==> config.mk <==
export PLATFORM = sky130hd
export DESIGN_NAME = onewire_top
export DESIGN_NICKNAME = d
export VERILOG_FILES = /design/src/verilog/owl_dev_pkg.sv /design/src/verilog/owl_link_pkg.sv /design/src/verilog/onewire_top.sv /design/src/verilog/id_reader.sv /design/src/verilog/link_arbiter.sv /design/src/verilog/uart_serdes.sv
export VERILOG_INCLUDE_DIRS = /design/src /design/src/verilog
export SDC_FILE = /design/constraint.sdc
export NUM_CORES = 1
export LEC_CHECK = 0
export BUFFER_PORTS_ARGS = -buffer_cell sky130_fd_sc_hd__buf_2
export CORE_UTILIZATION = 26
export DETAILED_ROUTE_END_ITERATION = 12
export HOLD_SLACK_MARGIN = 0.1
export MAX_ROUTING_LAYER = met4
export PLACE_DENSITY = 0.48
export SETUP_SLACK_MARGIN = 0.5
export SYNTH_ARGS = -nofsm -noshare
export SYNTH_HDL_FRONTEND = slang
export SYNTH_SLANG_ARGS = --single-unit
==> constraint.sdc <==
create_clock -name clk -period 2.7 [get_ports clk]
set_input_delay 0.135 -clock clk [delete_from_list [all_inputs] [get_ports clk]]
set_output_delay 0.135 -clock clk [all_outputs]
set_load 0.02 [all_outputs]
==> src/verilog/onewire_macros.svh <==
`ifndef ONEWIRE_MACROS_SVH
`define ONEWIRE_MACROS_SVH

// Serial timing
`define OW_CLKS_PER_BIT   8         // Clocks per UART bit
`define OW_REREAD_GAP     64        // Idle clocks between two passes of one reader

// DS2480B command-mode codes
`define OW_CMD_RESET      8'hC1     // 1-wire reset, answered with a reset response
`define OW_CMD_DATA_MODE  8'hE1
`define OW_CMD_CMD_MODE   8'hE3

// 1-wire device commands, sent in data mode and echoed by the driver
`define OW_SKIP_ROM       8'hCC
`define OW_READ_MEM       8'hF0
`define OW_READ_SLOT      8'hFF     // All ones lets the device drive the bits

// Memory regions
`define OW_UID_ADDR       16'h0288  // Instrument ID
`define OW_SER_ADDR       16'h00A0  // Serial number

`endif
==> src/verilog/owl_dev_pkg.sv <==
`default_nettype none

// Reply formats of the DS2480B line driver
package owl_dev_pkg;

    // Answer to a reset command in command mode
    typedef struct packed {
        logic [5:0] fixed;      // Echo of the command bits and speed setting
        logic [1:0] presence;   // 01 when a device pulled the bus low
    } reset_resp_t;

    // One reply byte, read as a reset response or as plain data
    typedef union packed {
        logic [7:0]  raw;       // Echo or read slot result
        reset_resp_t rst;
    } ds_reply_u;

endpackage

`default_nettype wire

==> src/verilog/owl_link_pkg.sv <==
`default_nettype none

// Reader to arbiter byte transfers over the shared serial link
package owl_link_pkg;

    // One byte for the driver, held stable while req is high
    typedef struct packed {
        logic [7:0] data;         // Byte to send
        logic       want_reply;   // Driver answers this byte
        logic       last;         // Release the link once this transfer is acked
    } link_req_t;

    // Reply byte, valid while ack is high
    typedef struct packed {
        owl_dev_pkg::ds_reply_u reply;
    } link_rsp_t;

endpackage

`default_nettype wire

==> src/verilog/onewire_top.sv <==
`timescale 1ns/1ps
`default_nettype none

`include "onewire_macros.svh"

// Two memory readers sharing one DS2480B serial link
module onewire_top (
    input  wire         clk,
    input  wire         master_reset,
    input  wire         enable,
    input  wire         dlsrxd,     // From the DS2480B
    output logic        dlstxd,     // To the DS2480B
    output logic [31:0] uid,
    output logic        uid_update,
    output logic        uid_no_device,
    output logic [31:0] serial_id,
    output logic        serial_update,
    output logic        serial_no_device
);

    logic                          [1:0] req;
    logic                          [1:0] ack;
    owl_link_pkg::link_req_t       [1:0] req_data;
    owl_link_pkg::link_rsp_t             rsp;
    logic                                tx_start;
    logic                          [7:0] tx_byte;
    logic                                tx_busy;
    logic                                rx_valid;
    logic                          [7:0] rx_byte;

    id_reader #(.MEM_ADDR(`OW_UID_ADDR)) uid_reader (
        .clk          (clk),
        .master_reset (master_reset),
        .enable       (enable),
        .req          (req[0]),
        .req_data     (req_data[0]),
        .ack          (ack[0]),
        .rsp          (rsp),
        .id_value     (uid),
        .update       (uid_update),
        .no_device    (uid_no_device)
    );

    id_reader #(.MEM_ADDR(`OW_SER_ADDR)) ser_reader (
        .clk          (clk),
        .master_reset (master_reset),
        .enable       (enable),
        .req          (req[1]),
        .req_data     (req_data[1]),
        .ack          (ack[1]),
        .rsp          (rsp),
        .id_value     (serial_id),
        .update       (serial_update),
        .no_device    (serial_no_device)
    );

    link_arbiter link_arbiter_inst (
        .clk          (clk),
        .master_reset (master_reset),
        .req          (req),
        .req_data     (req_data),
        .ack          (ack),
        .rsp          (rsp),
        .tx_start     (tx_start),
        .tx_byte      (tx_byte),
        .tx_busy      (tx_busy),
        .rx_valid     (rx_valid),
        .rx_byte      (rx_byte)
    );

    uart_serdes uart_serdes_inst (
        .clk          (clk),
        .master_reset (master_reset),
        .rx_line      (dlsrxd),
        .tx_start     (tx_start),
        .tx_byte      (tx_byte),
        .tx_line      (dlstxd),
        .tx_busy      (tx_busy),
        .rx_valid     (rx_valid),
        .rx_byte      (rx_byte)
    );

endmodule

`default_nettype wire

==> src/verilog/id_reader.sv <==
`timescale 1ns/1ps
`default_nettype none

`include "onewire_macros.svh"

// Reads one 32-bit word from 1-wire memory through the DS2480B, over and over
module id_reader #(
    parameter logic [15:0] MEM_ADDR = 16'h0000
) (
    input  wire                            clk,
    input  wire                            master_reset,
    input  wire                            enable,
    output logic                           req,
    output owl_link_pkg::link_req_t        req_data,
    input  wire                            ack,
    input  wire owl_link_pkg::link_rsp_t   rsp,
    output logic                    [31:0] id_value,
    output logic                           update,
    output logic                           no_device
);

    localparam int GAP = `OW_REREAD_GAP;
    localparam int GW  = $clog2(GAP);

    typedef enum logic [3:0] {
        S_IDLE, S_RESET_CMD, S_RESET_END, S_DATA_MODE, S_SKIP_ROM, S_READ_CMD,
        S_ADDR_LO, S_ADDR_HI, S_READ, S_CMD_MODE, S_GAP
    } rd_state_t;

    rd_state_t     state;
    logic [1:0]    byte_cnt;
    logic [GW-1:0] gap_cnt;
    logic [31:0]   shift;      // First byte read ends up in bits [7:0]
    logic          done;
    logic          xfer;

    assign done = req && ack;   // Handshake phase 2 seen
    assign xfer = state != S_IDLE && state != S_GAP;

    // Byte for the current step; state holds still while req is high
    always_comb begin
        req_data = '{data: `OW_READ_SLOT, want_reply: 1'b1, last: 1'b0};
        case (state)
            S_RESET_CMD: req_data.data = `OW_CMD_RESET;
            S_RESET_END: req_data = '{data: `OW_CMD_RESET, want_reply: 1'b1, last: 1'b1};
            S_DATA_MODE: req_data = '{data: `OW_CMD_DATA_MODE, want_reply: 1'b0, last: 1'b0};
            S_SKIP_ROM:  req_data.data = `OW_SKIP_ROM;
            S_READ_CMD:  req_data.data = `OW_READ_MEM;
            S_ADDR_LO:   req_data.data = MEM_ADDR[7:0];
            S_ADDR_HI:   req_data.data = MEM_ADDR[15:8];
            S_CMD_MODE:  req_data = '{data: `OW_CMD_CMD_MODE, want_reply: 1'b0, last: 1'b1};
            default:     req_data.data = `OW_READ_SLOT;
        endcase
    end

    always_ff @(posedge clk) begin
        if (master_reset) begin
            state     <= S_IDLE;
            req       <= 1'b0;
            byte_cnt  <= '0;
            gap_cnt   <= '0;
            id_value  <= '0;
            update    <= 1'b0;
            no_device <= 1'b0;
        end else begin
            update <= 1'b0;
            if (xfer && !req && !ack) req <= 1'b1;   // Previous ack gone, next byte
            if (done) req <= 1'b0;
            case (state)
                S_IDLE: if (enable) state <= S_RESET_CMD;
                S_RESET_CMD: if (done) begin
                    if (rsp.reply.rst.presence == 2'b01) begin
                        no_device <= 1'b0;
                        state     <= S_DATA_MODE;
                    end else begin
                        no_device <= 1'b1;       // Close the pass with a second reset
                        state     <= S_RESET_END;
                    end
                end
                S_RESET_END: if (done) state <= S_GAP;
                S_DATA_MODE: if (done) state <= S_SKIP_ROM;
                S_SKIP_ROM:  if (done) state <= S_READ_CMD;
                S_READ_CMD:  if (done) state <= S_ADDR_LO;
                S_ADDR_LO:   if (done) state <= S_ADDR_HI;
                S_ADDR_HI:   if (done) state <= S_READ;
                S_READ: if (done) begin
                    byte_cnt <= byte_cnt + 2'd1;
                    if (byte_cnt == 2'd3) state <= S_CMD_MODE;
                end
                S_CMD_MODE: if (done) begin
                    id_value <= shift;
                    update   <= 1'b1;
                    state    <= S_GAP;
                end
                default: begin
                    gap_cnt <= gap_cnt + 1'b1;
                    if (gap_cnt == GW'(GAP - 1)) state <= S_IDLE;
                end
            endcase
        end
    end

    always_ff @(posedge clk) begin
        if (state == S_READ && done) shift <= {rsp.reply.raw, shift[31:8]};
    end

endmodule

`default_nettype wire

==> src/verilog/link_arbiter.sv <==
`timescale 1ns/1ps
`default_nettype none

// Shares the serial link between two readers, one locked pass at a time
module link_arbiter (
    input  wire                            clk,
    input  wire                            master_reset,
    input  wire                      [1:0] req,
    input  wire owl_link_pkg::link_req_t [1:0] req_data,
    output logic                     [1:0] ack,
    output owl_link_pkg::link_rsp_t        rsp,
    output logic                           tx_start,
    output logic                     [7:0] tx_byte,
    input  wire                            tx_busy,
    input  wire                            rx_valid,
    input  wire                      [7:0] rx_byte
);

    typedef enum logic [2:0] {ST_IDLE, ST_SEND, ST_TX_WAIT, ST_RX_WAIT, ST_ACK} arb_state_t;

    arb_state_t              state;
    logic                    owner;
    logic                    lock;         // Owner is in the middle of a pass
    logic                    last_served;
    logic                    grant_go;
    logic                    grant_sel;
    owl_link_pkg::link_req_t cur;

    // Locked owner only, otherwise the reader not served last goes first
    always_comb begin
        grant_go  = lock ? req[owner] : |req;
        grant_sel = lock ? owner : (req[~last_served] ? ~last_served : last_served);
    end

    assign ack = (state != ST_ACK) ? 2'b00 : (owner ? 2'b10 : 2'b01);

    assign tx_byte = cur.data;   // Held for the whole transfer

    always_ff @(posedge clk) begin
        if (master_reset) begin
            state       <= ST_IDLE;
            owner       <= 1'b0;
            lock        <= 1'b0;
            last_served <= 1'b1;
            tx_start    <= 1'b0;
        end else begin
            tx_start <= 1'b0;
            case (state)
                ST_IDLE: if (grant_go) begin
                    owner    <= grant_sel;
                    lock     <= 1'b1;
                    tx_start <= 1'b1;
                    state    <= ST_SEND;
                end
                ST_SEND:    state <= ST_TX_WAIT;   // Busy shows up next cycle
                ST_TX_WAIT: if (!tx_busy) state <= cur.want_reply ? ST_RX_WAIT : ST_ACK;
                ST_RX_WAIT: if (rx_valid) state <= ST_ACK;
                default: if (!req[owner]) begin
                    state <= ST_IDLE;
                    if (cur.last) begin
                        lock        <= 1'b0;
                        last_served <= owner;
                    end
                end
            endcase
        end
    end

    // Transfer payload
    always_ff @(posedge clk) begin
        if (state == ST_IDLE && grant_go) cur <= req_data[grant_sel];
        if (state == ST_RX_WAIT && rx_valid) rsp.reply.raw <= rx_byte;
    end

endmodule

`default_nettype wire

==> src/verilog/uart_serdes.sv <==
`timescale 1ns/1ps
`default_nettype none

`include "onewire_macros.svh"

// 8N1 serial transmitter and receiver towards the DS2480B
module uart_serdes (
    input  wire        clk,
    input  wire        master_reset,
    input  wire        rx_line,
    input  wire        tx_start,
    input  wire  [7:0] tx_byte,
    output logic       tx_line,
    output logic       tx_busy,
    output logic       rx_valid,
    output logic [7:0] rx_byte
);

    localparam int CPB = `OW_CLKS_PER_BIT;
    localparam int CW  = $clog2(CPB);
    localparam logic [CW-1:0] BIT_LAST = CW'(CPB - 1);
    localparam logic [CW-1:0] BIT_HALF = CW'(CPB / 2 - 1);   // Middle of a bit

    typedef enum logic [1:0] {RX_IDLE, RX_START, RX_DATA, RX_STOP} rx_state_t;

    logic [9:0]    tx_shift;   // Stop, data and start bit, LSB leaves first
    logic [CW-1:0] tx_cnt;
    logic [3:0]    tx_bits;
    rx_state_t     rx_state;
    logic [2:0]    rx_sync;
    logic [CW-1:0] rx_cnt;
    logic [2:0]    rx_bits;
    logic [7:0]    rx_shift;

    assign tx_line = tx_shift[0];   // Shift register idles at all ones

    always_ff @(posedge clk) begin
        if (master_reset) begin
            tx_shift <= '1;
            tx_cnt   <= '0;
            tx_bits  <= '0;
            tx_busy  <= 1'b0;
        end else if (!tx_busy) begin
            if (tx_start) begin
                tx_shift <= {1'b1, tx_byte, 1'b0};
                tx_cnt   <= '0;
                tx_bits  <= '0;
                tx_busy  <= 1'b1;
            end
        end else if (tx_cnt == BIT_LAST) begin
            tx_cnt   <= '0;
            tx_shift <= {1'b1, tx_shift[9:1]};
            if (tx_bits == 4'd9) begin
                tx_busy <= 1'b0;              // Stop bit done
            end else begin
                tx_bits <= tx_bits + 4'd1;
            end
        end else begin
            tx_cnt <= tx_cnt + 1'b1;
        end
    end

    always_ff @(posedge clk) begin
        if (master_reset) begin
            rx_sync  <= 3'b111;
            rx_state <= RX_IDLE;
            rx_cnt   <= '0;
            rx_bits  <= '0;
            rx_valid <= 1'b0;
        end else begin
            rx_sync  <= {rx_sync[1:0], rx_line};
            rx_valid <= 1'b0;
            case (rx_state)
                RX_IDLE: begin
                    rx_cnt <= '0;
                    if (rx_sync[2] && !rx_sync[1]) rx_state <= RX_START;   // Falling edge
                end
                RX_START: begin
                    if (rx_cnt == BIT_HALF) begin
                        rx_cnt   <= '0;
                        rx_bits  <= '0;
                        rx_state <= rx_sync[1] ? RX_IDLE : RX_DATA;   // Glitch, not a start
                    end else begin
                        rx_cnt <= rx_cnt + 1'b1;
                    end
                end
                RX_DATA: begin
                    if (rx_cnt == BIT_LAST) begin
                        rx_cnt  <= '0;
                        rx_bits <= rx_bits + 3'd1;
                        if (rx_bits == 3'd7) rx_state <= RX_STOP;
                    end else begin
                        rx_cnt <= rx_cnt + 1'b1;
                    end
                end
                default: begin
                    if (rx_cnt == BIT_LAST) begin
                        rx_state <= RX_IDLE;
                        rx_valid <= rx_sync[1];   // Framing error drops the byte
                    end else begin
                        rx_cnt <= rx_cnt + 1'b1;
                    end
                end
            endcase
        end
    end

    always_ff @(posedge clk) begin
        if (rx_state == RX_DATA && rx_cnt == BIT_LAST) rx_shift <= {rx_sync[1], rx_shift[7:1]};
        if (rx_state == RX_STOP && rx_cnt == BIT_LAST) rx_byte <= rx_shift;
    end

endmodule

`default_nettype wire

==> implementation parameters <==
Parameter                              Value

Global route
  Global routing met1 resource utilization ... 0.1383
  Global-route wire length before repair ... 30.28 mm
  Maximum number of pins on one net before global-route repair ... 55
  Overall routing resource usage ... 0.1092
  Grt peak-use layer ... met2
  Number of antenna violations at the first check in global routing ... 0
  Grt total ovfl ... 0
  GR met3 Demand/Resource ... 0.02276
  Vias in the first global route ... 5574
  Met2 usage in global routing ... 0.1757

Synthesis
  Number of instances in the synthesized netlist ... 789
  Synthesized-area fraction occupied by ao, oa, aoi and oai cells ... 0.09674
  Cell area after synthesis ... 8872 µm²
  Mux cell area share after synthesis ... 0.05669
  Distinct cells, synth ... 61
  Total number of yosys warnings ... 0
  Commonest register cell after synthesis ... sky130_fd_sc_hd__dfxtp_1
  Synthesized-area fraction occupied by and/or/nand/nor cells ... 0.1414
  Largest family of logic cells by synthesized area ... simple AND/OR/NAND/NOR gates
  Number of synthesized flops with an enable pin ... 98
  Post-Synth XOR/XNOR Area ... 0.01579
  Syn_nets ... 813
  Post-synth ARST share ... 0
  Mean area per synthesized cell ... 11.24 µm²
  Flop and latch count out of synthesis ... 228
  Part of the Yosys area used for sequential elements ... 0.6250
  Adder-cell area share of the yosys netlist ... 0.02820

Layout
  Cell area after layout ... 10610 µm²
  Post-route insts no fill ... 1329
  Utilization after layout ... 0.3165
  FILL cells ... 3463
  Ratio of cells with drive above 1 in the final layout ... 0.1964
  Fin nets ... 886
  Commonest cells after routing, fill and taps aside ... sky130_fd_sc_hd__dfxtp_1, sky130_fd_sc_hd__nand2_1, sky130_fd_sc_hd__edfxtp_1
  Number of antenna repair diodes ... 0
  Most frequent standard cell in the layout excluding fill and tap cells ... sky130_fd_sc_hd__dfxtp_1
  Layout overhead on the synthesized area ... 19.60%

STA
  Max frequency ... 0.4574 GHz
  Slew margin rel. ... 0.5317
  Total of endpoints with negative setup slack in the final report ... 0
  Slew Limit Fails ... 0
  Setup total negative slack ... 0 ns
  Min Tclk post-route ... 2.186 ns
  Fin Clk Skew ... 0.01688 ns
  Transition time of the tightest slew-check pin ... 0.6952 ns
  Final period util ... 0.8098
  RSZ-0062 raised after global routing ... yes
  Final hold vios ... 0
  Smallest hold slack ... 0.1744 ns

Routing
  Total length of routed wires ... 18.64 mm
  Count of nets left with antenna violations after detail routing ... 0
  Number of DRC markers in iteration 0 ... 222
  Routed wire per std cell ... 14.03 µm
  DRC violations left ... 0
  Total number of vias ... 5673
  Ratio of routed vias to standard cells ... 4.269
  Detailed-routing iteration count for the pre-antenna-repair pass ... 4

Floorplan
  Initial core utilization ... 0.2646
  Die outline width ... 186.7 µm
  Core area ... 33530 µm²
  Total Die Area ... 34870 µm²
  Num rows ... 67
  Die height ... 186.7 µm
  I/O Pins ... 73

Setup path
  Arrival time at the worst endpoint ... 2.45 ns
  Crit. End Element ... register
  Cell-by-cell trace of the critical path ... nor2b_1 -> o31ai_2 -> nor4_1 -> a31oi_1 -> or3b_1
  Critical path data required time ... 2.96 ns
  Critical Path Fanout Max ... 10
  Critical path start-end classification ... reg -> reg
  CP Launch Type ... register
  Critical path's slowest cell ... sky130_fd_sc_hd__o31ai_2
  Largest stage delay on the critical path ... 0.61 ns

Placed design
  Estimated wirelength of the detail-placed design ... 12.28 mm
  # placed instances ... 1281
  Final estimated routing congestion in global placement ... 0.7614
  Post-detailed-placement cell area ... 9724 µm²
  Quantity of I/O buffers inserted on ports ... 72

Run
  Number of max-capacitance violations reported ... 0

CTS
  Root buf cell ... sky130_fd_sc_hd__clkbuf_16
  Number of clock buffers inserted by TritonCTS ... 25
  Clock Sinks ... 228
  Clock H-tree levels ... 1
  Clk slew on worst S/H paths ... 0.06 ns
  Max clock buf depth ... 3
  Clock latency on the worst-skew pair ... 0.53 ns
  TritonCTS clock tree ... yes

Pwr
  Peak supply drop ... 0.3494 mV
  Static leakage ... 4.073 nW
  Power density relative to cell area ... 826.1 nW/µm²

Run status
  Result of the run ... finished, final reports clean

Min path
  Type of the most critical hold path ... in -> reg
cell families (layout without fill, tap and decap cells):
logic type,count (synthesis),after routing
xor+xnor,16,16
simple gates,272,272
flops,228,228
compound gates,134,134
fa+ha+maj,20,20
buf+inv,69,161
mux,50,50
final timing paths:
check,start,endpoint,slack (ns),cells after the start
worst max-delay path,uid_reader.req$_SDFFE_PP0P_,link_arbiter_inst.tx_byte[5]$_DFFE_PP_,0.51,5
worst min-delay path,enable,uid_reader.state[1]$_SDFFE_PP0P_,0.17,4
worst max register to register,uid_reader.req$_SDFFE_PP0P_,link_arbiter_inst.tx_byte[5]$_DFFE_PP_,0.51,5
worst min register to register,uart_serdes_inst.rx_byte[5]$_DFFE_PP_,link_arbiter_inst.rsp[5]$_DFFE_PP_,0.41,0
repair_timing:
| item | 4_1_cts | 5_1_grt |
|---|---|---|
| setup buffers | 0 | 0 |
| setup endpoints to repair | 92 | 44 |
| hold buffers | 2 | 0 |
| resized for setup | 4 | 9 |
| pin swaps | 0 | 0 |
| hold endpoints to repair | 11 | 0 |
flip-flops by register name (all words and copies together), names as in the netlist, 4 cells and up:
name	count
ser_reader.id_value	32
ser_reader.shift	32
uid_reader.id_value	32
uid_reader.shift	32
uart_serdes_inst.tx_shift	9
link_arbiter_inst.rsp	8
link_arbiter_inst.tx_byte	8
uart_serdes_inst.rx_byte	8
uart_serdes_inst.rx_shift	8
ser_reader.gap_cnt	6
uid_reader.gap_cnt	6
ser_reader.state	4
uart_serdes_inst.tx_bits	4
uid_reader.state	4
worst max-delay path: cells and delay by family, from the launching register on:
family,cells,cell delay (ns)
AO/OA/AOI/OAI,2,0.85
flip-flops,1,0.48
AND/OR/NAND/NOR,3,0.61
through the flow:
stage / power (mW) / setup slack [ns]
after floorplan: 5.048 / 0.6325
after global placement: 5.366 / 0.3901
after detailed placement: 5.373 / 0.3385
after CTS: 8.876 / 0.5442
after global routing: 9.232 / 0.4368
final: 8.766 / 0.5135
power by group:
group | internal [mW] | switching [mW] | leakage [nW]
clock network | 2.06 | 1.38 | 0.404
logic | 0.505 | 0.773 | 1.74
registers | 3.81 | 0.234 | 1.92
layer usage:
metal	vias to the layer above	routed length (µm)
li1	2915	-
met1	2656	8955
met2	78	8544
met3	24	840
met4	0	301
met5	-	0
layout make-up:
class	instances	area, µm²	area share
clock inverters	12	153.9	0.01450
multi-input cells	492	3032	0.2857
clock buffers	34	679.4	0.06403
repair buffers	88	525.5	0.04952
flip-flops and latches	228	5552	0.5232
well taps	448	560.5	0.05282
inverters	27	108.9	0.01026
synthesized netlist by cell type (4+ instances only):
library cell                 n  area share
sky130_fd_sc_hd__or3_1       4      0.0028
sky130_fd_sc_hd__nor2_1     80       0.034
sky130_fd_sc_hd__edfxtp_1   98        0.33
sky130_fd_sc_hd__xor2_1     10      0.0099
sky130_fd_sc_hd__xnor2_1     6      0.0059
sky130_fd_sc_hd__buf_1       4      0.0017
sky130_fd_sc_hd__ha_1       20       0.028
sky130_fd_sc_hd__a211oi_1    6      0.0051
sky130_fd_sc_hd__or2_2       4      0.0028
sky130_fd_sc_hd__a21oi_1    55       0.031
sky130_fd_sc_hd__nand2b_1    6      0.0042
sky130_fd_sc_hd__dfxtp_1   130        0.29
sky130_fd_sc_hd__inv_1      27       0.011
sky130_fd_sc_hd__nand2_2    10      0.0071
sky130_fd_sc_hd__nor2b_1     9      0.0063
sky130_fd_sc_hd__nand2_1   100       0.042
sky130_fd_sc_hd__o211ai_1    4      0.0034
sky130_fd_sc_hd__buf_2       6      0.0034
sky130_fd_sc_hd__nand3_1    14      0.0079
sky130_fd_sc_hd__nor3_1     17      0.0096
sky130_fd_sc_hd__and3_1      4      0.0028
sky130_fd_sc_hd__a31oi_1     7      0.0049
sky130_fd_sc_hd__o21ai_0    20       0.011
sky130_fd_sc_hd__nor4_1      5      0.0035
sky130_fd_sc_hd__mux2i_1    48       0.054
sky130_fd_sc_hd__a21oi_2    15       0.015
sky130_fd_sc_hd__clkbuf_1   27       0.011
Power figures use the tool's default switching activity.
